### config.mk
export PLATFORM = sky130hd
export DESIGN_NAME = scan_control
export DESIGN_NICKNAME = d
export VERILOG_FILES = /design/src/design/scan_pkg.sv /design/src/design/scan_control.sv
export SDC_FILE = /design/constraint.sdc
export NUM_CORES = 1
export LEC_CHECK = 0
export ABC_AREA = 1
export BUFFER_PORTS_ARGS = -buffer_cell sky130_fd_sc_hd__buf_2
export CAP_MARGIN = 20
export CORE_AREA = 2 2 39 41
export DETAILED_ROUTE_END_ITERATION = 6
export DIE_AREA = 0 0 41 43
export REMOVE_ABC_BUFFERS = 1
export SETUP_SLACK_MARGIN = 0.3
export SLEW_MARGIN = 40
export SYNTH_ARGS = -nofsm -noshare
export SYNTH_HDL_FRONTEND = slang
export SYNTH_SLANG_ARGS = --single-unit
### constraint.sdc
create_clock -name clk_pixel -period 1.78 [get_ports clk_pixel]
set_input_delay 0.356 -clock clk_pixel [delete_from_list [all_inputs] [get_ports clk_pixel]]
set_output_delay 0.356 -clock clk_pixel [all_outputs]
set_load 0.05 [all_outputs]
### src/design/scan_pkg.sv
package scan_pkg;

  // top FSM, encoded one-hot so the led view is the state itself
  localparam int STATE_W = 5;

  typedef enum logic [STATE_W-1:0] {
    RESET      = 5'b00001,
    STREAMING  = 5'b00010,   // frame buffer follows the camera
    HORIZ_SCAN = 5'b00100,   // row-major pass
    VERT_SCAN  = 5'b01000,   // column-major pass
    FINISHED   = 5'b10000    // marks are final
  } state_t;

  // direction of the pass a pixel belongs to
  typedef enum logic {
    HORIZ = 1'b0,
    VERT  = 1'b1
  } axis_t;

  // a run can span a whole line, so 0..64 must fit
  localparam int RUN_W = 7;
  typedef logic [RUN_W-1:0] run_t;

  // finder pattern is 1+1+3+1+1 modules wide
  localparam int RATIO_UNITS = 7;

  // frame buffer read path, memory stage plus output register
  localparam int READ_LATENCY = 2;

endpackage

### src/design/scan_control.sv
module scan_control (
  input  logic                          clk_pixel,
  input  logic                          sys_rst,
  input  logic                          capture,
  input  logic                          start,
  input  logic                          pass_done,  // from the tail of the read pipeline
  output logic                          scan_go,
  output logic                          done,
  output logic [scan_pkg::STATE_W-1:0]  state_led
);

  scan_pkg::state_t state;

  always_ff @(posedge clk_pixel) begin
    if (sys_rst) begin
      state   <= scan_pkg::RESET;
      scan_go <= 1'b0;
    end else begin
      scan_go <= 1'b0;   // pulse by default
      case (state)
        scan_pkg::RESET: begin
          state <= scan_pkg::STREAMING;
        end
        scan_pkg::STREAMING: begin
          // image is frozen and the user asked for a scan
          if (capture && start) begin
            state   <= scan_pkg::HORIZ_SCAN;
            scan_go <= 1'b1;
          end
        end
        scan_pkg::HORIZ_SCAN: begin
          if (pass_done) state <= scan_pkg::VERT_SCAN;
        end
        scan_pkg::VERT_SCAN: begin
          if (pass_done) state <= scan_pkg::FINISHED;
        end
        default: begin
          state <= state;  // FINISHED is left only through reset
        end
      endcase
    end
  end

  assign state_led = state;   // enum is one-hot already
  assign done      = (state == scan_pkg::FINISHED);

  a_led_onehot : assert property (
    @(posedge clk_pixel) disable iff (sys_rst)
    $onehot(state_led)
  );

  // a pass end seen outside the scan states would be lost
  a_pass_done_in_scan : assert property (
    @(posedge clk_pixel) disable iff (sys_rst)
    pass_done |-> (state == scan_pkg::HORIZ_SCAN || state == scan_pkg::VERT_SCAN)
  );

endmodule

# Word-level counts from Yosys, hierarchy flattened
# Index checks and enable logic that the tools add are counted.
[classes]
eq_ne = 8
n_bitwise = 1
mux = 5
div = 0
shift = 0
n_mul = 0
magnitude_cmp = 0
n_addsub = 0
reduce_logical = 4
[ops]
columns = ["op", "n"]
rows = [
  ["case mux 5 bit (4 select lines)", 1],
  ["2-to-1 mux 5 bit", 3],
  ["inequality test 2 bit, second input constant", 3],
  ["== test 5 x 1 -> 1 bit, second input constant", 1],
  ["== test 5 x 2 -> 1 bit, second input constant", 1],
  ["== test 5 x 3 -> 1 bit, second input constant", 1],
  ["== test 5 x 4 -> 1 bit, second input constant", 1],
  ["== test 5 bit, second input constant", 1],
  ["AND reduction 4 bit", 1],
  ["nonzero test 4 bit", 1],
  ["OR reduction 2 bit", 1],
  ["logical AND 1 bit", 1],
  ["2-to-1 mux 1 bit", 1],
  ["NOT 1 bit", 1],
]
[word_totals]
ram_bits = 0
inputBits = 5
elab_cells = 20
latchBits = 0
mem_count = 0
regBits = 6
rom_bits = 0

# Logic depth before layout (Yosys ltp)
[depth]
word_depth = 3
ltp_mapped = 9
mapped_depth_nobuf = 9

# Worst setup path before layout
# Ideal clock, no wire load.
[synth_timing]
path_kind = "register to output"
from = "register state[4] (netlist: state_led[4])"
to = "output port done"
stages_incl_launch_ff = 3
arrival_ns = 2.357
required_ns = 1.424
path_buffers = 0
slack_ns = -0.933
cell_sequence = "dfxtp_1 inv_1 nor4_1"
[synth_between]
elab_chain_cells = 1
[synth_lines]
columns = ["element", "line_no", "rtl"]
rows = [
  ["from (decl)", "scan_control.sv:12", "scan_pkg::state_t state;"],
  ["from (signal assigned)", "scan_control.sv:16", "state <= scan_pkg::RESET;"],
  ["from (signal assigned)", "scan_control.sv:22", "state <= scan_pkg::STREAMING;"],
  ["from (signal assigned)", "scan_control.sv:27", "state <= scan_pkg::HORIZ_SCAN;"],
  ["== test 5 bit", "scan_control.sv:45", "assign done = (state == scan_pkg::FINISHED);"],
  ["to (decl)", "scan_control.sv:8", "output logic done,"],
]
# No other way between the ends.

# Worst setup path after layout
[layout_timing]
from = "register state[1] (netlist: state_led[1])"
to = "output port done"
# Same word-level chain as after synthesis.

==> metrics.md <==
| Metric | Value |
|---|---|
| Status | finished, final reports clean |
| Chip width | 41 µm |
| DRC Markers | 0 |
| Port bufs | 11 |
| Slew HR | 0.835 |
| DP Worst Slack | 0.429 ns |
| Vias in the first global route | 322 |
| Reg2reg setup slack | 0.55 ns |
| Cell area after synthesis | 320 µm² |
| Post-synthesis cell count | 48 |
| # diodes | 0 |
| Post-synthesis compound-gate area fraction | 0.0781 |
| First-pass GRT wire length | 1.21 mm |
| DR WL/cell | 8.92 µm |
| FF/Latch Area | 124 µm² |
| Max Slew Vio Count | 0 |
| Worst reg2reg path endpoint | state_led[1] |
| Largest net degree at the start of global routing | 8 |
| Hold buffers post-CTS | 0 |
| HPWL after DPL | 546 µm |
| Final WS setup | 0.344 ns |
| Crit path launch | state_led[1] |
| Synth-to-layout area growth | 40.6% |
| Slew of the pin with the lowest slew margin | 0.250 ns |
| YS warnings | 0 |
| Utilization after layout | 0.325 |
| Clk slew on worst S/H paths | 0.04 ns |
| Post-Route WL | 705 µm |
| Starting Density | 0.231 |
| Share of layout cells above drive strength 1 | 0.397 |
| FF-to-FF path depth | 7 |
| F_max | 697 MHz |
| Clock Sinks | 6 |
| PwrDens | 1830 nW/µm² |
| Synth Register Bits | 6 |
| CTS tree | yes |
| CTS root buffer | clkbuf_4 |
| Final period util | 0.807 |
| GP Congestion | 0.740 |
| CP startpoint kind | flip-flop |
| Starting DRT DRC Count | 0 |
| Hold Path Class | input pin to flip-flop |
| Clk_skew | 0.00166 ns |
| Yosys cell types | 16 |
| Post-synthesis mux area share | 0 |
| Xor and xnor fraction of the mapped netlist area | 0 |
| Critical path, cell by cell | nor4_4 > buf_6 |
| Unrepaired setup endpoints after global routing | true |
| Hold depth | 2 |
| CP Data Required Time | 1.42 ns |
| Vias | 333 |
| Gr usage total | 0.109 |
| Vert. Die Dim | 43 µm |
| Initial antenna violation count | 0 |
| Worst hold endpoint | state_led[4] |
| Max Cap Violations | 0 |
| Setup crit end kind | primary output |
| Simple-Gate Fraction of Synth Area | 0.453 |
| Core region area | 1380 µm² |
| LEAKAGE | 0.229 nW |
| DRT Pass-1 Iters | 1 |
| Cell row count | 14 |
| Num CTS Buffers | 3 |
| Vias/cell | 4.22 |
| Worst Hold Launch | sys_rst |
| CP max stage delay | 0.36 ns |
| Total power | 0.000823 W |
| Global route overflow | 0 |
| DRT antenna net count | 0 |
| WP data arrival | 1.08 ns |
| Final setup violation count | 0 |
| Worst vdd ir | 0.000390 V |
| Setup CP Type | flip-flop to primary output |
| Sequential area share after synthesis | 0.375 |
| Die Area | 1760 µm² |
| Final-report hold violation count | 0 |
| Largest family of logic cells by synthesized area | simple AND/OR/NAND/NOR gates |
| Slowest cell on crit path | dfxtp_2 |
| Post-synthesis adder-cell area fraction | 0 |
| FF-to-FF Start | state_led[3] |
| Worst-Skew Late Latency | 0.25 ns |
| # nets final | 70 |
| Ports | 12 |
| Critical Path Fanout Max | 7 |
| Filler cells | 160 |
| Mean area per synthesized cell | 6.67 µm² |
| Clock Tree Buf Depth | 2 |
| Multi-input logic area | 185 µm² |
| Crit path time final | 1.44 ns |
| H-tree levels | 1 |
-- power by group --
group          internal, W  switching [W]  total [W]
sequential        0.000177      0.0000564   0.000234
clock            0.0000762      0.0000486   0.000125
combinational     0.000134       0.000330   0.000464
total             0.000388       0.000435   0.000823
-- synth_stat cells --
master / instances / share of area
nor2_4: 1 / 0.035
inv_2: 1 / 0.012
nand4_1: 1 / 0.020
nor3_1: 1 / 0.016
a21oi_1: 4 / 0.063
o21ai_1: 1 / 0.016
nand2_1: 10 / 0.12
nand3_1: 7 / 0.11
clkinv_1: 1 / 0.012
inv_1: 6 / 0.070
nand2_2: 2 / 0.039
dfxtp_1: 6 / 0.38
nor2_1: 4 / 0.047
nor2_2: 1 / 0.020
nand3_2: 1 / 0.031
nor4_1: 1 / 0.020
-- placed cells by master, fill, tap and decap left out, drive strengths merged --
cell type  count
a21oi          4
buf           12
clkbuf         3
clkinv         1
dfxtp          6
inv            7
nand2         12
nand3          8
nand4          1
nor2           6
nor3           1
nor4           1
o21ai          1
-- final cells by class --
type | instances | share of cell area
multi-input combinational | 34 | 0.411
sequential | 6 | 0.275
timing repair buffer | 12 | 0.153
inverter | 8 | 0.0667
clock buffer | 3 | 0.0500
tap | 16 | 0.0444
-- routing by layer --
layer  track usage  up-vias  part of all wire
met1         0.113      135              0.46
met3        0.0419        3             0.058
met4         0.120        0             0.038
met2         0.147       10              0.44
met5             0        -                 0
li1              -      185                 -
-- worst max path at each step --
stage | slack, ns | depth (start not counted) | end
finish | 0.34 | 2 | done
global route | 0.28 | 4 | done
CTS | 0.31 | 4 | done
detailed placement | 0.43 | 3 | done
global placement | 0.46 | 3 | done
floorplan | -0.93 | 2 | done
-- logic make-up after synthesis --
kind of cell / after synthesis
AND/OR/NAND/NOR: 29
flip-flops: 6
buffers and inverters: 8
AO/OA/AOI/OAI: 5
-- sequential cells by signal, indices dropped and copies added, names as in the netlist --
name	count
scan_go	1
state_led	5
-- through the flow --
stage               cell area (µm²)  hold WS [ns]  setup TNS, ns  cells
floorplan                       320         0.425         -0.933     48
global placement                395         0.491              0     75
detailed placement              395         0.492              0     75
CTS                             437         0.302              0     79
global route                    450         0.306              0     79
finish                          450         0.305              0     79
-- worst max-delay path, delay by kind of cell, from the launching register on --
kind / cells / cell delay (ns)
flip-flops: 1 / 0.36
AND/OR/NAND/NOR: 1 / 0.28
buffers and inverters: 1 / 0.19
-- repair_timing --
| item | CTS | global route |
|---|---|---|
| endpoints found under the setup margin | 1 | 1 |
| setup buffers | 1 | 0 |
| gates resized for setup | 4 | 3 |
Note: power is estimated with default switching activity, not from simulation.
