`src/design/geometry_pkg.sv`:
```
package geometry_pkg;

  // stored image is a square window in the top left of the camera frame
  localparam int IMG_DIM = 64;     // edge length in pixels
  localparam int COORD_W = 6;      // log2 of IMG_DIM
  localparam int ADDR_W = 12;      // two coordinates side by side

  // camera side counters are wider than the stored window
  localparam int IN_COORD_W = 11;

  // one coordinate inside the stored window
  typedef logic [COORD_W-1:0] coord_t;

  // buffer address, row * IMG_DIM + column
  // with a power of two edge this is just {row, col}
  typedef logic [ADDR_W-1:0] addr_t;

  // one flag per row or per column
  typedef logic [IMG_DIM-1:0] line_marks_t;

endpackage

```
`src/design/scan_pkg.sv`:
```
package scan_pkg;

  // top FSM, encoded one-hot so the led view is the state itself
  localparam int STATE_W = 5;

  typedef enum logic [STATE_W-1:0] {
    RESET      = 5'b00001,
    STREAMING  = 5'b00010,   // frame buffer follows the camera
    HORIZ_SCAN = 5'b00100,   // row-major pass
    VERT_SCAN  = 5'b01000,   // column-major pass
    FINISHED   = 5'b10000    // marks are final
  } state_t;

  // direction of the pass a pixel belongs to
  typedef enum logic {
    HORIZ = 1'b0,
    VERT  = 1'b1
  } axis_t;

  // a run can span a whole line, so 0..64 must fit
  localparam int RUN_W = 7;
  typedef logic [RUN_W-1:0] run_t;

  // finder pattern is 1+1+3+1+1 modules wide
  localparam int RATIO_UNITS = 7;

  // frame buffer read path, memory stage plus output register
  localparam int READ_LATENCY = 2;

endpackage

```
`src/design/pixel_stream_if.sv`:
```
interface pixel_stream_if;

  logic                   px_valid;    // px_bit holds a real pixel
  logic                   px_bit;      // 1 = dark
  geometry_pkg::coord_t   line_idx;    // row in the horiz pass, column in the vert pass
  logic                   line_last;   // final pixel of this line
  scan_pkg::axis_t        axis;        // which pass the pixel came from
  logic                   pass_done;   // one cycle pulse after the last pixel of a pass

  // address generator side
  modport gen (
    output px_valid, px_bit, line_idx, line_last, axis, pass_done
  );

  // ratio detector side
  modport det (
    input px_valid, px_bit, line_idx, line_last, axis, pass_done
  );

endinterface

```
`src/design/scan_address_gen.sv`:
```
module scan_address_gen (
  input  logic                  clk_pixel,
  input  logic                  sys_rst,
  input  logic                  scan_go,    // one cycle, starts both passes
  output logic                  rd_en,
  output geometry_pkg::addr_t   rd_addr,
  pixel_stream_if.gen           stream,
  input  logic                  rd_data
);

  localparam geometry_pkg::coord_t LAST_IDX = geometry_pkg::coord_t'(geometry_pkg::IMG_DIM - 1);

  logic                  active;  // a pass is issuing reads
  scan_pkg::axis_t       axis;
  geometry_pkg::coord_t  line;    // row when horiz, column when vert
  geometry_pkg::coord_t  pos;     // position along the line
  logic                  pass_end;

  // tags for reads in flight, [0] is the newest
  logic [scan_pkg::READ_LATENCY-1:0]  valid_q;
  logic [scan_pkg::READ_LATENCY-1:0]  last_q;
  geometry_pkg::coord_t               line_q [scan_pkg::READ_LATENCY];
  scan_pkg::axis_t                    axis_q [scan_pkg::READ_LATENCY];
  logic [scan_pkg::READ_LATENCY:0]    end_q;  // one stage longer, pulse trails the data

  assign pass_end = active && (pos == LAST_IDX) && (line == LAST_IDX);

  // one read per cycle while a pass runs
  assign rd_en   = active;
  assign rd_addr = (axis == scan_pkg::HORIZ) ? {line, pos} : {pos, line};

  always_ff @(posedge clk_pixel) begin
    if (sys_rst) begin
      active <= 1'b0;
      axis   <= scan_pkg::HORIZ;
      line   <= '0;
      pos    <= '0;
    end else if (!active) begin
      if (scan_go) begin
        active <= 1'b1;
        axis   <= scan_pkg::HORIZ;
        line   <= '0;
        pos    <= '0;
      end
    end else begin
      pos <= pos + 1'b1;          // wraps at IMG_DIM
      if (pos == LAST_IDX) begin
        line <= line + 1'b1;
        if (line == LAST_IDX) begin
          if (axis == scan_pkg::VERT) begin
            active <= 1'b0;       // both passes done
          end
          axis <= scan_pkg::VERT; // vert pass follows with no gap
        end
      end
    end
  end

  // control part of the tag pipeline
  always_ff @(posedge clk_pixel) begin
    if (sys_rst) begin
      valid_q <= '0;
      end_q   <= '0;
    end else begin
      valid_q <= {valid_q[scan_pkg::READ_LATENCY-2:0], rd_en};
      end_q   <= {end_q[scan_pkg::READ_LATENCY-1:0], pass_end};
    end
  end

  // payload part, only meaningful where valid_q is set
  always_ff @(posedge clk_pixel) begin
    last_q    <= {last_q[scan_pkg::READ_LATENCY-2:0], pos == LAST_IDX};
    line_q[0] <= line;
    axis_q[0] <= axis;
    for (int i = 1; i < scan_pkg::READ_LATENCY; i++) begin
      line_q[i] <= line_q[i-1];
      axis_q[i] <= axis_q[i-1];
    end
  end

  assign stream.px_valid  = valid_q[scan_pkg::READ_LATENCY-1];
  assign stream.px_bit    = rd_data;    // already aligned by the buffer latency
  assign stream.line_idx  = line_q[scan_pkg::READ_LATENCY-1];
  assign stream.line_last = last_q[scan_pkg::READ_LATENCY-1];
  assign stream.axis      = axis_q[scan_pkg::READ_LATENCY-1];
  assign stream.pass_done = end_q[scan_pkg::READ_LATENCY];

  // reads only ever start as a response to the controller
  a_rd_start_on_go : assert property (
    @(posedge clk_pixel) disable iff (sys_rst)
    $rose(rd_en) |-> $past(scan_go)
  );

endmodule

```
`src/flat_wrapper.sv`:
```
// flat-port wrapper written by rule: the top's interface ports become plain ports
module scan_address_gen_flat 
  (clk_pixel, sys_rst, scan_go, rd_en, rd_addr, rd_data, stream_px_valid, stream_px_bit, stream_line_idx, stream_line_last, stream_axis, stream_pass_done);
  pixel_stream_if stream_i ();
  input  logic clk_pixel;
  input  logic sys_rst;
  input  logic scan_go;
  output logic rd_en;
  output geometry_pkg::addr_t rd_addr;
  input  logic rd_data;
  output wire logic [$bits(stream_i.px_valid)-1:0] stream_px_valid;
  output wire logic [$bits(stream_i.px_bit)-1:0] stream_px_bit;
  output wire logic [$bits(stream_i.line_idx)-1:0] stream_line_idx;
  output wire logic [$bits(stream_i.line_last)-1:0] stream_line_last;
  output wire logic [$bits(stream_i.axis)-1:0] stream_axis;
  output wire logic [$bits(stream_i.pass_done)-1:0] stream_pass_done;
  assign stream_px_valid = stream_i.px_valid;
  assign stream_px_bit = stream_i.px_bit;
  assign stream_line_idx = stream_i.line_idx;
  assign stream_line_last = stream_i.line_last;
  assign stream_axis = stream_i.axis;
  assign stream_pass_done = stream_i.pass_done;
  scan_address_gen u_core (.clk_pixel(clk_pixel), .sys_rst(sys_rst), .scan_go(scan_go), .rd_en(rd_en), .rd_addr(rd_addr), .stream(stream_i), .rd_data(rd_data));
endmodule
```
`config.mk`:
```
export PLATFORM = sky130hd
export DESIGN_NAME = scan_address_gen_flat
export DESIGN_NICKNAME = d
export VERILOG_FILES = /design/src/design/geometry_pkg.sv /design/src/design/scan_pkg.sv /design/src/design/pixel_stream_if.sv /design/src/design/scan_address_gen.sv /design/src/flat_wrapper.sv
export SDC_FILE = /design/constraint.sdc
export NUM_CORES = 1
export LEC_CHECK = 0
export BUFFER_PORTS_ARGS = -buffer_cell sky130_fd_sc_hd__buf_4
export CORE_MARGIN = 2
export CORE_UTILIZATION = 40
export DETAILED_ROUTE_END_ITERATION = 10
export PLACE_DENSITY = 0.62
export REMOVE_ABC_BUFFERS = 1
export SLEW_MARGIN = 20
export SYNTH_ARGS = -nofsm -noshare
export SYNTH_HDL_FRONTEND = slang
export SYNTH_SLANG_ARGS = --single-unit
```
`constraint.sdc`:
```
create_clock -name clk_pixel -period 1.9 [get_ports clk_pixel]
set_clock_uncertainty 0.05 [all_clocks]
set_input_delay 0.19 -clock clk_pixel [delete_from_list [all_inputs] [get_ports clk_pixel]]
set_output_delay 0.19 -clock clk_pixel [all_outputs]
set_load 0.01 [all_outputs]
```
After elaboration in Yosys (flattened, before gate mapping)
Memories as Yosys holds them, arrays and structs flattened.
Index checks and enable logic that the tools add are counted.
- memory bits (writable): 14
- memories kept: 2
- register bits: 21
- logic and storage cells: 34
- input port bits: 4
- output and inout port bits: 24
- add/subtract/negate cells: 2
- eq/ne operators: 4
- reductions and logical operators: 5
- muxes and demuxes: 14
- memory list (memory ; depth ; width ; read ports ; clocked after memory_dff ; write ports ; RTL line ; RTL):
    u_core.line_q ; 2 ; 6 ; 2 ; 0 ; 2 ; scan_address_gen.sv:22 ; geometry_pkg::coord_t line_q [scan_pkg::READ_LATENCY];
    u_core.axis_q ; 2 ; 1 ; 2 ; 0 ; 2 ; scan_address_gen.sv:23 ; scan_pkg::axis_t axis_q [scan_pkg::READ_LATENCY];
- operator list (kind ; number):
    $mux W6 ; 4
    $add A6 B1 Y6 const B ; 2
    $eq A6 B6 Y1 const B ; 2
    $mux W12 ; 1
    $mux W1 ; 9
    $ne A2 B2 Y1 const B ; 2
    $reduce_and A3 Y1 ; 1
    $logic_and A1 B1 Y1 ; 2
    $reduce_and A2 Y1 ; 1
    $reduce_bool A2 Y1 ; 1

Longest topological paths before layout
- depth after elaboration: 4
- mapped depth: 6
- depth with buffers taken out: 5

Worst setup path after synthesis
Ideal clock, no wire load.
- path kind: reg-to-reg
- from: register u_core.pos[1]
- to: register u_core.active, in the netlist u_core.rd_en
- stages on the path, launching flop included: 7
- period minus slack after synthesis: 1508 ps
- path buffers: 1
- required time: 1731 ps
- setup time: 119 ps
- setup slack: 392 ps
- arrival: 1339 ps
- path through: dfxtp_1 ha_1 and3_1 buf_6 and2_2 nand4_1 o221a_2
- longest elaborated chain between the ends: 3
- ends and longest elaborated chain (element ; RTL line ; RTL):
    start: declaration ; scan_address_gen.sv:16 ; geometry_pkg::coord_t pos;
    start signal: assignment ; scan_address_gen.sv:46 ; pos <= pos + 1'b1;
    $eq A6 B6 Y1 ; scan_address_gen.sv:47 ; if (pos == LAST_IDX) begin
    $mux W1 ; scan_address_gen.sv:47 ;
    $mux W1 ; scan_address_gen.sv:38 ; end else if (!active) begin
    end signal: assignment ; scan_address_gen.sv:34 ; active <= 1'b0;
    end signal: assignment ; scan_address_gen.sv:40 ; active <= 1'b1;
    end signal: assignment ; scan_address_gen.sv:51 ; active <= 1'b0;
    end: declaration ; scan_address_gen.sv:13 ; logic active;
Every way passes these cells.
A chain may end at the register's enable or synchronous reset.

Final worst setup path
Ends and elaborated chain as after synthesis.

==> impl_results.md <==
- Number of DRC markers in iteration 0: 28
- Vias in the first global route: around 800
- Antenna violations before repair: 0
- Largest net degree at the start of global routing: 20
- Final ANT Viol Nets: 0
- Vias/cell: roughly 4.8
- Number of diodes: 0
- Critical path class: flop to flop
- Max Cap Viol: 0
- Fin. Hold Viols: 0
- GPL Wtd Cong: 0.829
- Cells after Synth: 132
- Layout cell share with drive strength beyond 1: 0.336
- Hold Crit Depth: 2
- Final worst slack: 0.226 ns
- Worst Path Required: roughly 2.1 ns
- CTS tree: yes
- Final hold slack: 0.113 ns
- Hold Path Origin: sys_rst
- Startpoint types: flop
- Relative slew margins: 0.782
- Critical Path AT: 1.85 ns
- Maximum clock insertion buffer count: 2
- VDD IR max: 0.301 mV
- Clk sinks: 35
- Die span in x: 61.9 um
- #FFs+latches synth: 35
- Clock root buffer: clkbuf_4
- R2r worst-path depth: 5
- Cell Rows: 21
- Post-Route WL: 2.33 mm
- Worst reg2reg path endpoint: u_core.rd_en
- Share of the synthesized area in the top cell type: 0.522
- Synth cell types: 32
- Starting Density: 0.409
- Ports: 28
- Clk pin slew, worst setup/hold paths: 0.09 ns
- Hold WC Path Type: primary input to flop
- Full die area: 3840 um2
- Drc violations: 0
- Synth Cell Area: ~1300 um2
- Register area share after synthesis: 0.522
- Worst-Margin Slew: 0.326 ns
- Global-route wire length before repair: 3.79 mm
- Setup repair after global routing missed its margin: no
- All-layer global routing usage: 0.141
- Tmin final: 1.67 ns
- Yosys warns: 0
- DP Worst Slack: 0.121 ns
- Post-DP Area: about 1500 um2
- Post-CTS Setup Repair Bufs: 0
- Area contributors post-synth: dfxtp_1, mux2_2, buf_4
- Fmax: 597 MHz
- Setup Total Neg Slack: 0 ns
- Worst Setup SP: u_core.pos[1]
- FF-to-FF Start: u_core.pos[1]
- Crit. End Element: flop
- Yosys top cell by area: dfxtp_1
- H-tree depth: 2
- Hold Path End: u_core.pos[3]
- Leak pwr: between 0.6 and 0.7 nW
- CP max FO: 7
- Avg Cell Area, Syn: 10.2 um2
- Worst-Skew Late Latency: 0.33 ns
- Status: complete, no violations
- Layout area overhead: 16.2%
- Pwr per Cell Area: 744 nW/um2
- Die Height: 61.9 um
- TritonRoute pass-1 iters: 4
- Final setup viols: 0
- Dpl hpwl: 1.62 mm
- Fin nets: 157
- Core area: 3280 um2
- Post-Layout Inst Area: 1560 um2
- Fillcell total: 327
- Flop2flop setup slack: 0.23 ns
- Max Slew Vio Count: 0
- GRT overflow: 0
- WL/cell: ~12 um
- Final period utilization: 0.881
- Vias: 958
- TritonCTS buffer count: 5
- PortBufs: 25
- Total Power: roughly 0.0012 W
## kinds of logic after synthesis
| group | Yosys count | synth area share |
|---|---|---|
| compound gates | 18 | 0.0811 |
| fa+ha+maj | 2 | 0.0186 |
| mux | 12 | 0.101 |
| simple gates | 46 | 0.191 |
| flops | 35 | 0.522 |
| xor+xnor | 2 | 0.0130 |
| buf+inv | 17 | 0.0736 |
## where the power goes
group          internal (W)  switching (W)   total, W
logic             0.0000218      0.0000281  0.0000499
clock network      0.000144       0.000221   0.000365
registers          0.000740     0.00000632   0.000746
## layer usage
metal  track usage  vias up  part of all wire
li1              -      486                 -
met2         0.208       27              0.47
met3        0.0704        5             0.056
met5             0        -                 0
met4        0.0699        0             0.022
met1         0.170      440              0.45
## repair_timing
action / 4_1_cts / 5_1_grt
hold buffers: 0 / 0
resized for setup: 0 / 2
setup endpoints to repair: 0 / 12
## cells in the mapped netlist
master    instances
a21oi_1           7
a31oi_1           1
and2_2            1
and3_1            4
and3_4            1
buf_2             1
buf_4             7
buf_6             1
clkbuf_1          5
dfxtp_1          35
ha_1              2
inv_1             3
mux2_2           12
nand2_1           7
nand2_4           1
nand2b_1          2
nand3_1           6
nand4_1           4
nor2_1            8
nor2b_1           5
nor3_1            1
nor3b_1           3
o211ai_1          1
o21a_1            1
o21ai_0           5
o221a_2           1
o31a_1            1
o31ai_1           1
or2_2             1
or3_1             2
xnor2_1           1
xor2_1            1
## worst max-delay path, stage by stage (launching register included)
cell and delay, ns:
dfxtp_1 0.40, ha_1 0.20, and3_2 0.29, and2_2 0.21, nand4_1 0.15, o221a_2 0.28
## area by class of cell
cell class,instances,area [um2],share of cell area
clock buffers,7,45.0,0.0289
inverters,3,11.3,0.00722
multi-input cells,80,544,0.349
repair buffers,26,195,0.125
clock inverters,1,5.00,0.00321
flip-flops and latches,35,702,0.450
well taps,46,57.6,0.0369
## layout by cell type (no fill, tap or decap), types with 2 or more instances in the layout
master,Yosys,layout
clkbuf_4,0,5
nor2b_1,5,5
clkbuf_1,5,2
nand3_1,6,6
or3_1,2,2
nor2_1,8,8
nand2b_1,2,2
and3_1,4,3
a21oi_1,7,7
mux2_2,12,12
ha_1,2,2
buf_4,7,26
nor3b_1,3,3
dfxtp_1,35,34
nand2_1,7,7
o21ai_0,5,5
inv_1,3,3
nand4_1,4,4
## how the worst max path moves through the flow
stage | cells after the start | endpoint
floorplan | 5 | u_core.rd_en
global route | 5 | u_core.rd_en
CTS | 2 | rd_addr[11]
detailed placement | 5 | u_core.rd_en
finish | 5 | u_core.rd_en
global placement | 5 | u_core.rd_en
## flip-flops by register name, summed over array words and instances, names as in the netlist
name / flops
u_core.axis: 1
u_core.last_q: 2
u_core.pos: 6
u_core.line: 6
u_core.valid_q: 2
u_core.end_q: 3
u_core.line_q: 12
u_core.rd_en: 1
u_core.axis_q: 2
## through the flow
step                      std cells  utilization
after floorplan                 118            -
after global placement          190        0.459
after global routing            198        0.475
final                           198        0.475
after CTS                       198        0.474
after detailed placement        190        0.459
Power figures use the tool's default switching activity.
