===== config.mk =====
export PLATFORM = sky130hd
export DESIGN_NAME = pixel_binarizer
export DESIGN_NICKNAME = d
export VERILOG_FILES = /design/src/design/geometry_pkg.sv /design/src/design/pixel_binarizer.sv
export SDC_FILE = /design/constraint.sdc
export NUM_CORES = 1
export LEC_CHECK = 0
export BUFFER_PORTS_ARGS = -buffer_cell sky130_fd_sc_hd__buf_2
export CORE_MARGIN = 2
export CORE_UTILIZATION = 28
export CTS_BUF_LIST = sky130_fd_sc_hd__clkbuf_16
export DETAILED_ROUTE_END_ITERATION = 16
export MAX_ROUTING_LAYER = met4
export PLACE_DENSITY = 0.72
export SYNTH_ARGS = -nofsm -noshare
export SYNTH_HDL_FRONTEND = slang
export SYNTH_SLANG_ARGS = --single-unit

===== constraint.sdc =====
create_clock -name clk_pixel -period 0.9 [get_ports clk_pixel]
set_input_delay 0.18 -clock clk_pixel [delete_from_list [all_inputs] [get_ports clk_pixel]]
set_output_delay 0.18 -clock clk_pixel [all_outputs]
set_load 0.02 [all_outputs]

===== src/design/geometry_pkg.sv =====
package geometry_pkg;

  // stored image is a square window in the top left of the camera frame
  localparam int IMG_DIM = 64;     // edge length in pixels
  localparam int COORD_W = 6;      // log2 of IMG_DIM
  localparam int ADDR_W = 12;      // two coordinates side by side

  // camera side counters are wider than the stored window
  localparam int IN_COORD_W = 11;

  // one coordinate inside the stored window
  typedef logic [COORD_W-1:0] coord_t;

  // buffer address, row * IMG_DIM + column
  // with a power of two edge this is just {row, col}
  typedef logic [ADDR_W-1:0] addr_t;

  // one flag per row or per column
  typedef logic [IMG_DIM-1:0] line_marks_t;

endpackage


===== src/design/pixel_binarizer.sv =====
module pixel_binarizer (
  input  logic                                  clk_pixel,
  input  logic                                  sys_rst,
  input  logic                                  pixel_valid,  // one cycle per pixel
  input  logic [15:0]                           pixel_data,   // rgb565
  input  logic [geometry_pkg::IN_COORD_W-1:0]   hcount,
  input  logic [geometry_pkg::IN_COORD_W-1:0]   vcount,
  input  logic [7:0]                            thresh,
  output logic                                  bin_valid,
  output logic                                  bin_bit,      // 1 = dark
  output logic [geometry_pkg::IN_COORD_W-1:0]   bin_h,
  output logic [geometry_pkg::IN_COORD_W-1:0]   bin_v
);

  logic [7:0] luma;
  logic       dark;

  // green carries most of the brightness, and it has the widest field
  // 6 bit green padded to 8 bits so it lines up with the threshold
  assign luma = {pixel_data[10:5], 2'b00};
  assign dark = (luma < thresh);   // strictly below counts as dark

  // strobe is control state
  always_ff @(posedge clk_pixel) begin
    if (sys_rst) begin
      bin_valid <= 1'b0;
    end else begin
      bin_valid <= pixel_valid;
    end
  end

  // bit and coordinates ride along with the strobe
  always_ff @(posedge clk_pixel) begin
    bin_bit <= dark;
    bin_h   <= hcount;  // still full width, range test is in the buffer
    bin_v   <= vcount;
  end

endmodule


* Word level (Yosys, flattened, before mapping)
Index checks and enable logic that the tools add are counted.
** Word-level totals
- Flip-flop bits (word level) :: 24
- Word-level logic and storage cells :: 5
- Input bits :: 49
** Cells by class
- $lt $le $gt $ge :: 1
** Operators by type and width (count)
- $lt 8x8->1 :: 1

* Depth between registers and ports, before layout
Gate-level depths: netlist (run 1).
- Depth after elaboration :: 1
- Depth in mapped cells :: 5
- Depth with buffers taken out :: 5

* Worst setup path before layout (run 1)
No wires, ideal clock.
- Kind :: in2reg
- From :: in thresh[3]
- To :: reg bin_bit
- Path slack :: 0.005 ns
- Required time :: 0.775 ns
- Buffers on the path :: 0
- Cell stages on the path :: 5
- Data arrival time :: 0.769 ns
- Library setup time :: 0.125 ns
- Cell sequence :: inv_1 -> ha_1 -> nand2_1 -> o31ai_1 -> a21oi_1
** Between the ends
- Cells in the longest elaborated chain, start to end :: 1
** Ends and longest elaborated chain
- start, declared :: RTL line pixel_binarizer.sv:8 : input logic [7:0] thresh,
- $lt 8x8->1 :: RTL line pixel_binarizer.sv:21 : assign dark = (luma < thresh);
- net dark :: RTL line pixel_binarizer.sv:16 : logic dark;
- end signal, assigned :: RTL line pixel_binarizer.sv:34 : bin_bit <= dark;
- end, declared :: RTL line pixel_binarizer.sv:10 : output logic bin_bit,
The timed path passes the listed nets, and every way through them passes these cells.
A chain may end at the register's enable or synchronous reset.

* Worst setup path after layout (run 1)
- From :: reg bin_h[2] (netlist name)
- To :: out bin_h[2] (netlist name)
** RTL lines
- start, declared :: RTL line pixel_binarizer.sv:11 : output logic [geometry_pkg::IN_COORD_W-1:0] bin_h,
- start signal, assigned :: RTL line pixel_binarizer.sv:35 : bin_h <= hcount;
No word-level cell between the ends.

==> results.py, run 1 <==
metrics = {
    "floorplan": {
        "core_sq_mm": 0.00217,
        "dieWidth_microns": 51.5,
        "die-area_sq_mm": 0.00265,
        "initial_core_util_pct": 29.1,
        "io_pins": 73,
        "fp.dieH_microns": 51.5,
        "row_count": 17,
    },
    "clock_tree": {
        "clk_pin_slew_ns": 0.06,
        "hold_buffers": 0,
        "post_cts_buffers": 0,
        "clockBufferDepth": 2,
        "htreeDepth": 1,
        "root_buffer": "clkbuf_16",
        "cts_tree": "done",
        "cts_made_buffers": 3,
        "cts_sinks": 24,
    },
    "worst_setup_path": {
        "cp_cell_sequence": "buf_4",
        "path_max_fanout": 1,
        "path_class": "flop to primary output",
        "crit_start": "bin_h[2]$_DFF_P_",
        "cpLargestDelayFamily": "flip-flops",
        "crit_path_top_delay_cell": "dfxtp_1",
        "endpoint_kind": "primary output",
        "worst-path-stages": 1,
        "crit_path_end": "bin_h[2]",
        "crit_required_ns": 0.72,
        "path_buf_inv": 1,
        "worst_setup_path_start_kind": "flop",
        "critPathMaxStageDelay_ns": 0.30,
        "critPathArrivalTime_ns": 0.70,
    },
    "synthesis": {
        "synth_cell_types": 9,
        "ys_seq_area_share_pct": 76.0,
        "synth_fp_nets": 102,
        "ys_top_cells_by_area": "dfxtp_1 76%, ha_1 12%, inv_1 3.6%",
        "synth_cells": 47,
        "synth.ff_latch_count": 24,
        "synth-warning-count": 0,
        "synthTopCellsByCount": "24 x dfxtp_1, 6 x ha_1, 6 x inv_1",
        "syn_area_sq_um": 632,
        "avgSynthCellArea_sq_um": 13.4,
        "synth_top_area_share_pct": 76.0,
        "synth-edff-count": 0,
        "yosysTopAreaCell": "dfxtp_1",
        "post-synth-top-count-cell": "dfxtp_1",
        "synthArstFlopShare_pct": 0,
        "synth_ff_type": "dfxtp_1",
    },
    "routing": {
        "dr.pass1.iters": 2,
        "wl_per_cell_microns": 9.68,
        "dr_total_vias": 554,
        "viasPerCell": 3.93,
        "wirelength_mm": 1.37,
        "ant_nets": 0,
        "drc": 0,
        "drt_iter0_markers": 1,
    },
    "grt": {
        "grt_use_met1_pct": 10.1,
        "grt_pass1_wl_mm": 2.02,
        "grt.total_usage_pct": 10.4,
        "grt_overflow": 0,
        "grt.met2_usage_pct": 20.3,
        "grt_pass1_vias": 554,
        "antenna_found_initial": 0,
        "busiest_layer": "met2",
        "grt_max_degree": 15,
        "use_met3_pct": 2.59,
    },
    "pwr": {
        "p_per_area_mw_per_mm2": 2260,
        "peakVddDrop_mv": 1.26,
        "total_power_uw": 2680,
        "p_leak_uw": 0.000629,
    },
    "timing": {
        "clock.fmax_ghz": 1.14,
        "final_max_slew_viol_count": 0,
        "tightest_slew_ns": 0.218,
        "hold_viol": 0,
        "rsz0062_at_grt": "false",
        "period_share_pct": 97.4,
        "min_period_ns": 0.877,
        "finalWorstSetupSlack_ns": 0.0234,
        "setup_violations": 0,
        "slew_headroom_pct": 85.3,
        "timing.hold.ws_ns": 0.0282,
    },
    "hold_path": {
        "min-delay-path-class": "input port to flop",
    },
    "place": {
        "preCtsSetupSlack_ns": -0.149,
        "gp_congestion": 0.692,
        "dpl_cell_area_sq_um": 977,
        "dp_hpwl_mm": 1.20,
        "port_buffers": 62,
    },
    "final_layout": {
        "antenna_cells": 0,
        "fin_area_sq_mm": 0.00119,
        "drive_gt1_share_pct": 62.8,
        "syn_to_final_growth_pct": 87.9,
        "layout.nets": 169,
    },
    "flow_run": {
        "drv_cap": 0,
    },
    "status": {
        "outcome": "complete, no violations",
    },
}
-- what timing repair did --
item	4_1_cts	5_1_grt
endpoints found under the setup margin	4	22
resized for setup	4	35
gates cloned	0	0
-- worst min-delay path by stage --
stage          slack, ns  cells past startpoint       from               end
6_report            0.03                      1  vcount[7]  bin_v[7]$_DFF_P_
5_1_grt             0.02                      1  hcount[2]  bin_h[2]$_DFF_P_
4_1_cts             0.03                      1  vcount[7]  bin_v[7]$_DFF_P_
3_5_place_dp        0.28                      1  vcount[8]  bin_v[8]$_DFF_P_
3_3_place_gp        0.28                      1  vcount[1]  bin_v[1]$_DFF_P_
2_1_floorplan       0.21                      0  hcount[0]  bin_h[0]$_DFF_P_
-- flip-flops by register name, summed over array words and instances, names as in the netlist --
name       cells
bin_v         11
bin_bit        1
bin_valid      1
bin_h         11
-- cells in the final DEF (no fill, tap or decap) --
cell,instances
dfxtp_1,19
a21oi_1,4
dfxtp_2,5
o21ai_0,1
nor2_1,1
buf_2,39
nand2_1,3
clkbuf_16,3
buf_6,11
inv_1,6
ha_1,6
buf_4,12
nor2b_1,1
bufinv_16,1
o31ai_1,1
-- where the power goes --
part / internal [uW] / switching, uW / leakage, uW
clock: 882 / 337 / 0.0000511
combinational: 170 / 147 / 0.000375
sequential: 1130 / 20.2 / 0.000202
total: 2180 / 504 / 0.000629
-- stage by stage --
step	utilization (%)	setup TNS (ns)	cells
global placement	45.0	-0.125	137
detailed placement	45.0	-0.149	137
finish	54.7	0	141
CTS	50.3	0	141
floorplan	-	0	47
global route	54.7	0	141
-- layer usage --
layer | vias to the layer above | wire, microns
met3 | 0 | 136
li1 | 280 | -
met2 | 36 | 721
met4 | 0 | 0
met1 | 238 | 507
met5 | - | 0
-- logic make-up (layout without fill, tap and decap cells) --
family	Yosys count	in the layout	share of synthesized area, %
AO/OA/AOI/OAI	6	6	5.15
adder cells (fa/ha/maj)	6	6	11.9
buffers and inverters	6	72	3.56
flip-flops	24	24	76.0
AND/OR/NAND/NOR	5	5	3.37
-- layout make-up --
type                       count  area [sq um]
clock buffer                   3          75.1
inverter                       6          22.5
tap                           28          35.0
fill                         211           982
timing repair buffer          62           409
multi-input combinational     17           129
sequential                    24           487
clock inverter                 1          30.0
Power figures use the tool's default switching activity.
==> run 2: changes to the inputs <==
--- a/config.mk
+++ b/config.mk
@@ -5,13 +5,14 @@
 export SDC_FILE = /design/constraint.sdc
 export NUM_CORES = 1
 export LEC_CHECK = 0
+export ABC_AREA = 1
 export BUFFER_PORTS_ARGS = -buffer_cell sky130_fd_sc_hd__buf_2
 export CORE_MARGIN = 2
-export CORE_UTILIZATION = 28
+export CORE_UTILIZATION = 29
 export CTS_BUF_LIST = sky130_fd_sc_hd__clkbuf_16
 export DETAILED_ROUTE_END_ITERATION = 16
 export MAX_ROUTING_LAYER = met4
-export PLACE_DENSITY = 0.72
+export PLACE_DENSITY = 0.73
 export SYNTH_ARGS = -nofsm -noshare
 export SYNTH_HDL_FRONTEND = slang
 export SYNTH_SLANG_ARGS = --single-unit
==> results.py, run 2 <==
metrics = {
    "status": {
        "outcome": "complete, no violations",
    },
    "hold_path": {
        "hp-start": "vcount[8]",
        "min-delay-path-class": "input port to flop",
        "min_to": "bin_v[8]$_DFF_P_",
        "hold_depth": 1,
    },
    "pwr": {
        "p_leak_uw": 0.000641,
        "peakVddDrop_mv": 0.922,
        "p_per_area_mw_per_mm2": 2050,
    },
    "floorplan": {
        "io_pins": 73,
        "initial_core_util_pct": 30.1,
        "core_sq_mm": 0.00217,
        "fp.dieH_microns": 51.5,
        "row_count": 17,
        "die-area_sq_mm": 0.00265,
        "dieWidth_microns": 51.5,
    },
    "worst_setup_path": {
        "path_max_fanout": 1,
        "critPathMaxStageDelay_ns": 0.30,
        "endpoint_kind": "primary output",
        "path_buf_inv": 1,
        "cpLargestDelayFamily": "flip-flops",
        "worst_setup_path_start_kind": "flop",
        "cp_cell_sequence": "buf_2",
        "crit_path_top_delay_cell": "dfxtp_1",
        "critPathArrivalTime_ns": 0.70,
        "crit_required_ns": 0.72,
        "path_class": "flop to primary output",
    },
    "synthesis": {
        "synth_top_area_share_pct": 73.6,
        "synth-warning-count": 0,
        "yosysTopAreaCell": "dfxtp_1",
        "synth-edff-count": 0,
        "synthArstFlopShare_pct": 0,
        "synth_xor_area_share_pct": 0,
        "synth_fp_nets": 110,
        "synthTopCellsByCount": "24 x dfxtp_1, 10 x inv_1, 9 x nand2_1",
        "synth-simple-area-share_pct": 6.90,
        "synthMuxAreaShare_pct": 0,
        "ys_seq_area_share_pct": 73.6,
        "synth_ff_type": "dfxtp_1",
        "synth_cells": 55,
        "synth.ff_latch_count": 24,
        "ys_top_cells_by_area": "dfxtp_1 74%, ha_1 11%, inv_1 5.7%",
        "synth_top_family_by_area": "adder cells",
        "post-synth-top-count-cell": "dfxtp_1",
        "avgSynthCellArea_sq_um": 11.9,
        "syn_area_sq_um": 653,
        "synth_cell_types": 6,
        "synth_compound_area_share_pct": 2.30,
        "synthAdderAreaFrac_pct": 11.5,
    },
    "timing": {
        "setup_violations": 0,
        "clock.fmax_ghz": 1.14,
        "period_share_pct": 97.4,
        "hold_viol": 0,
        "final_max_slew_viol_count": 0,
        "rsz0062_at_grt": "false",
        "min_period_ns": 0.877,
        "timing.hold.ws_ns": 0.0315,
        "tightest_slew_ns": 0.125,
        "slew_headroom_pct": 91.7,
        "tns_ns": 0,
    },
    "grt": {
        "grt_pass1_wl_mm": 2.17,
        "grt_overflow": 0,
        "grt.total_usage_pct": 11.5,
        "antenna_found_initial": 0,
        "grt_pass1_vias": 554,
        "grt_max_degree": 14,
    },
    "clock_tree": {
        "clockBufferDepth": 2,
        "post_cts_buffers": 0,
        "htreeDepth": 1,
        "root_buffer": "clkbuf_16",
        "cts_made_buffers": 3,
        "cts_sinks": 24,
        "clk_pin_slew_ns": 0.05,
        "cts_tree": "done",
        "hold_buffers": 0,
    },
    "final_layout": {
        "layout.nets": 177,
        "syn_to_final_growth_pct": 74.1,
        "antenna_cells": 0,
        "largestRegisters": "bin_h (11), bin_v (11)",
        "fin_area_sq_mm": 0.00114,
        "stdcell_count": 149,
        "drive_gt1_share_pct": 56.2,
        "layout_common_cells": "44 x buf_2, 21 x dfxtp_1, 15 x buf_4",
        "mostFrequentLayoutCell": "buf_2",
    },
    "routing": {
        "top_layer_used": "met4",
        "wirelength_mm": 1.33,
        "dr_wl_met3_microns": 200,
        "viasPerCell": 3.82,
        "drt_iter0_markers": 2,
        "wl_per_cell_microns": 8.90,
        "met1_length_microns": 531,
        "drc": 0,
        "met2_length_microns": 578,
        "dr.pass1.iters": 3,
        "dr_total_vias": 569,
        "ant_nets": 0,
    },
    "flow_run": {
        "drv_cap": 0,
    },
    "place": {
        "dp_hpwl_mm": 1.20,
        "place_inst": 145,
        "port_buffers": 62,
        "gp_congestion": 0.645,
        "dpl_cell_area_sq_um": 998,
    },
}
run 2: area by class of cell:
class | instances | area (sq um)
Fill cell | 217 | 1030
Inverter | 10 | 37.5
Tap cell | 28 | 35.0
Timing Repair Buffer | 62 | 367
Clock buffer | 3 | 75.1
Multi-Input combinational cell | 21 | 135
Clock inverter | 1 | 3.75
Sequential cell | 24 | 484
run 2: worst max-delay path by stage:
stage | startpoint | endpoint | slack, ns | cells past startpoint
after floorplan | thresh[7] | bin_bit$_DFF_P_ | 0.07 | 7
after global placement | pixel_data[10] | bin_bit$_DFF_P_ | -0.09 | 7
after detailed placement | pixel_data[10] | bin_bit$_DFF_P_ | -0.11 | 7
after CTS | bin_v[8]$_DFF_P_ | bin_v[8] | 0.002 | 1
after global routing | bin_h[9]$_DFF_P_ | bin_h[9] | 0.001 | 1
final | bin_h[5]$_DFF_P_ | bin_h[5] | 0.02 | 1
run 2: cells by family after synthesis:
kind of cell,Yosys count
DFF,24
AOI/OAI and AO/OA,3
and+or+nand+nor,12
buffers and inverters,10
adders and majority gates,6
run 2: per-stage QoR:
step,util (%),setup WS [ns],power [uW]
after global placement,46.0,-0.0878,1430
after detailed placement,46.0,-0.112,1440
after floorplan,-,0.0672,1290
after global routing,52.4,0.00126,2460
after CTS,49.8,0.00206,2350
final,52.4,0.0233,2340
run 2: layer usage:
layer | vias to the layer above | GRT usage [%]
li1 | 296 | -
met1 | 224 | 12.0
met2 | 47 | 19.0
met3 | 2 | 3.80
met4 | 0 | 6.58
met5 | - | -
run 2: timing repair:
item | in CTS | in global routing
gates cloned | 0 | 0
setup endpoints to repair | 1 | 18
gates resized for setup | 1 | 23
run 2: power by group:
part,internal (uW),leakage [uW],switching [uW]
Clock,590,0.0000385,296
Sequential,1130,0.000202,16.2
Combinational,155,0.000400,153
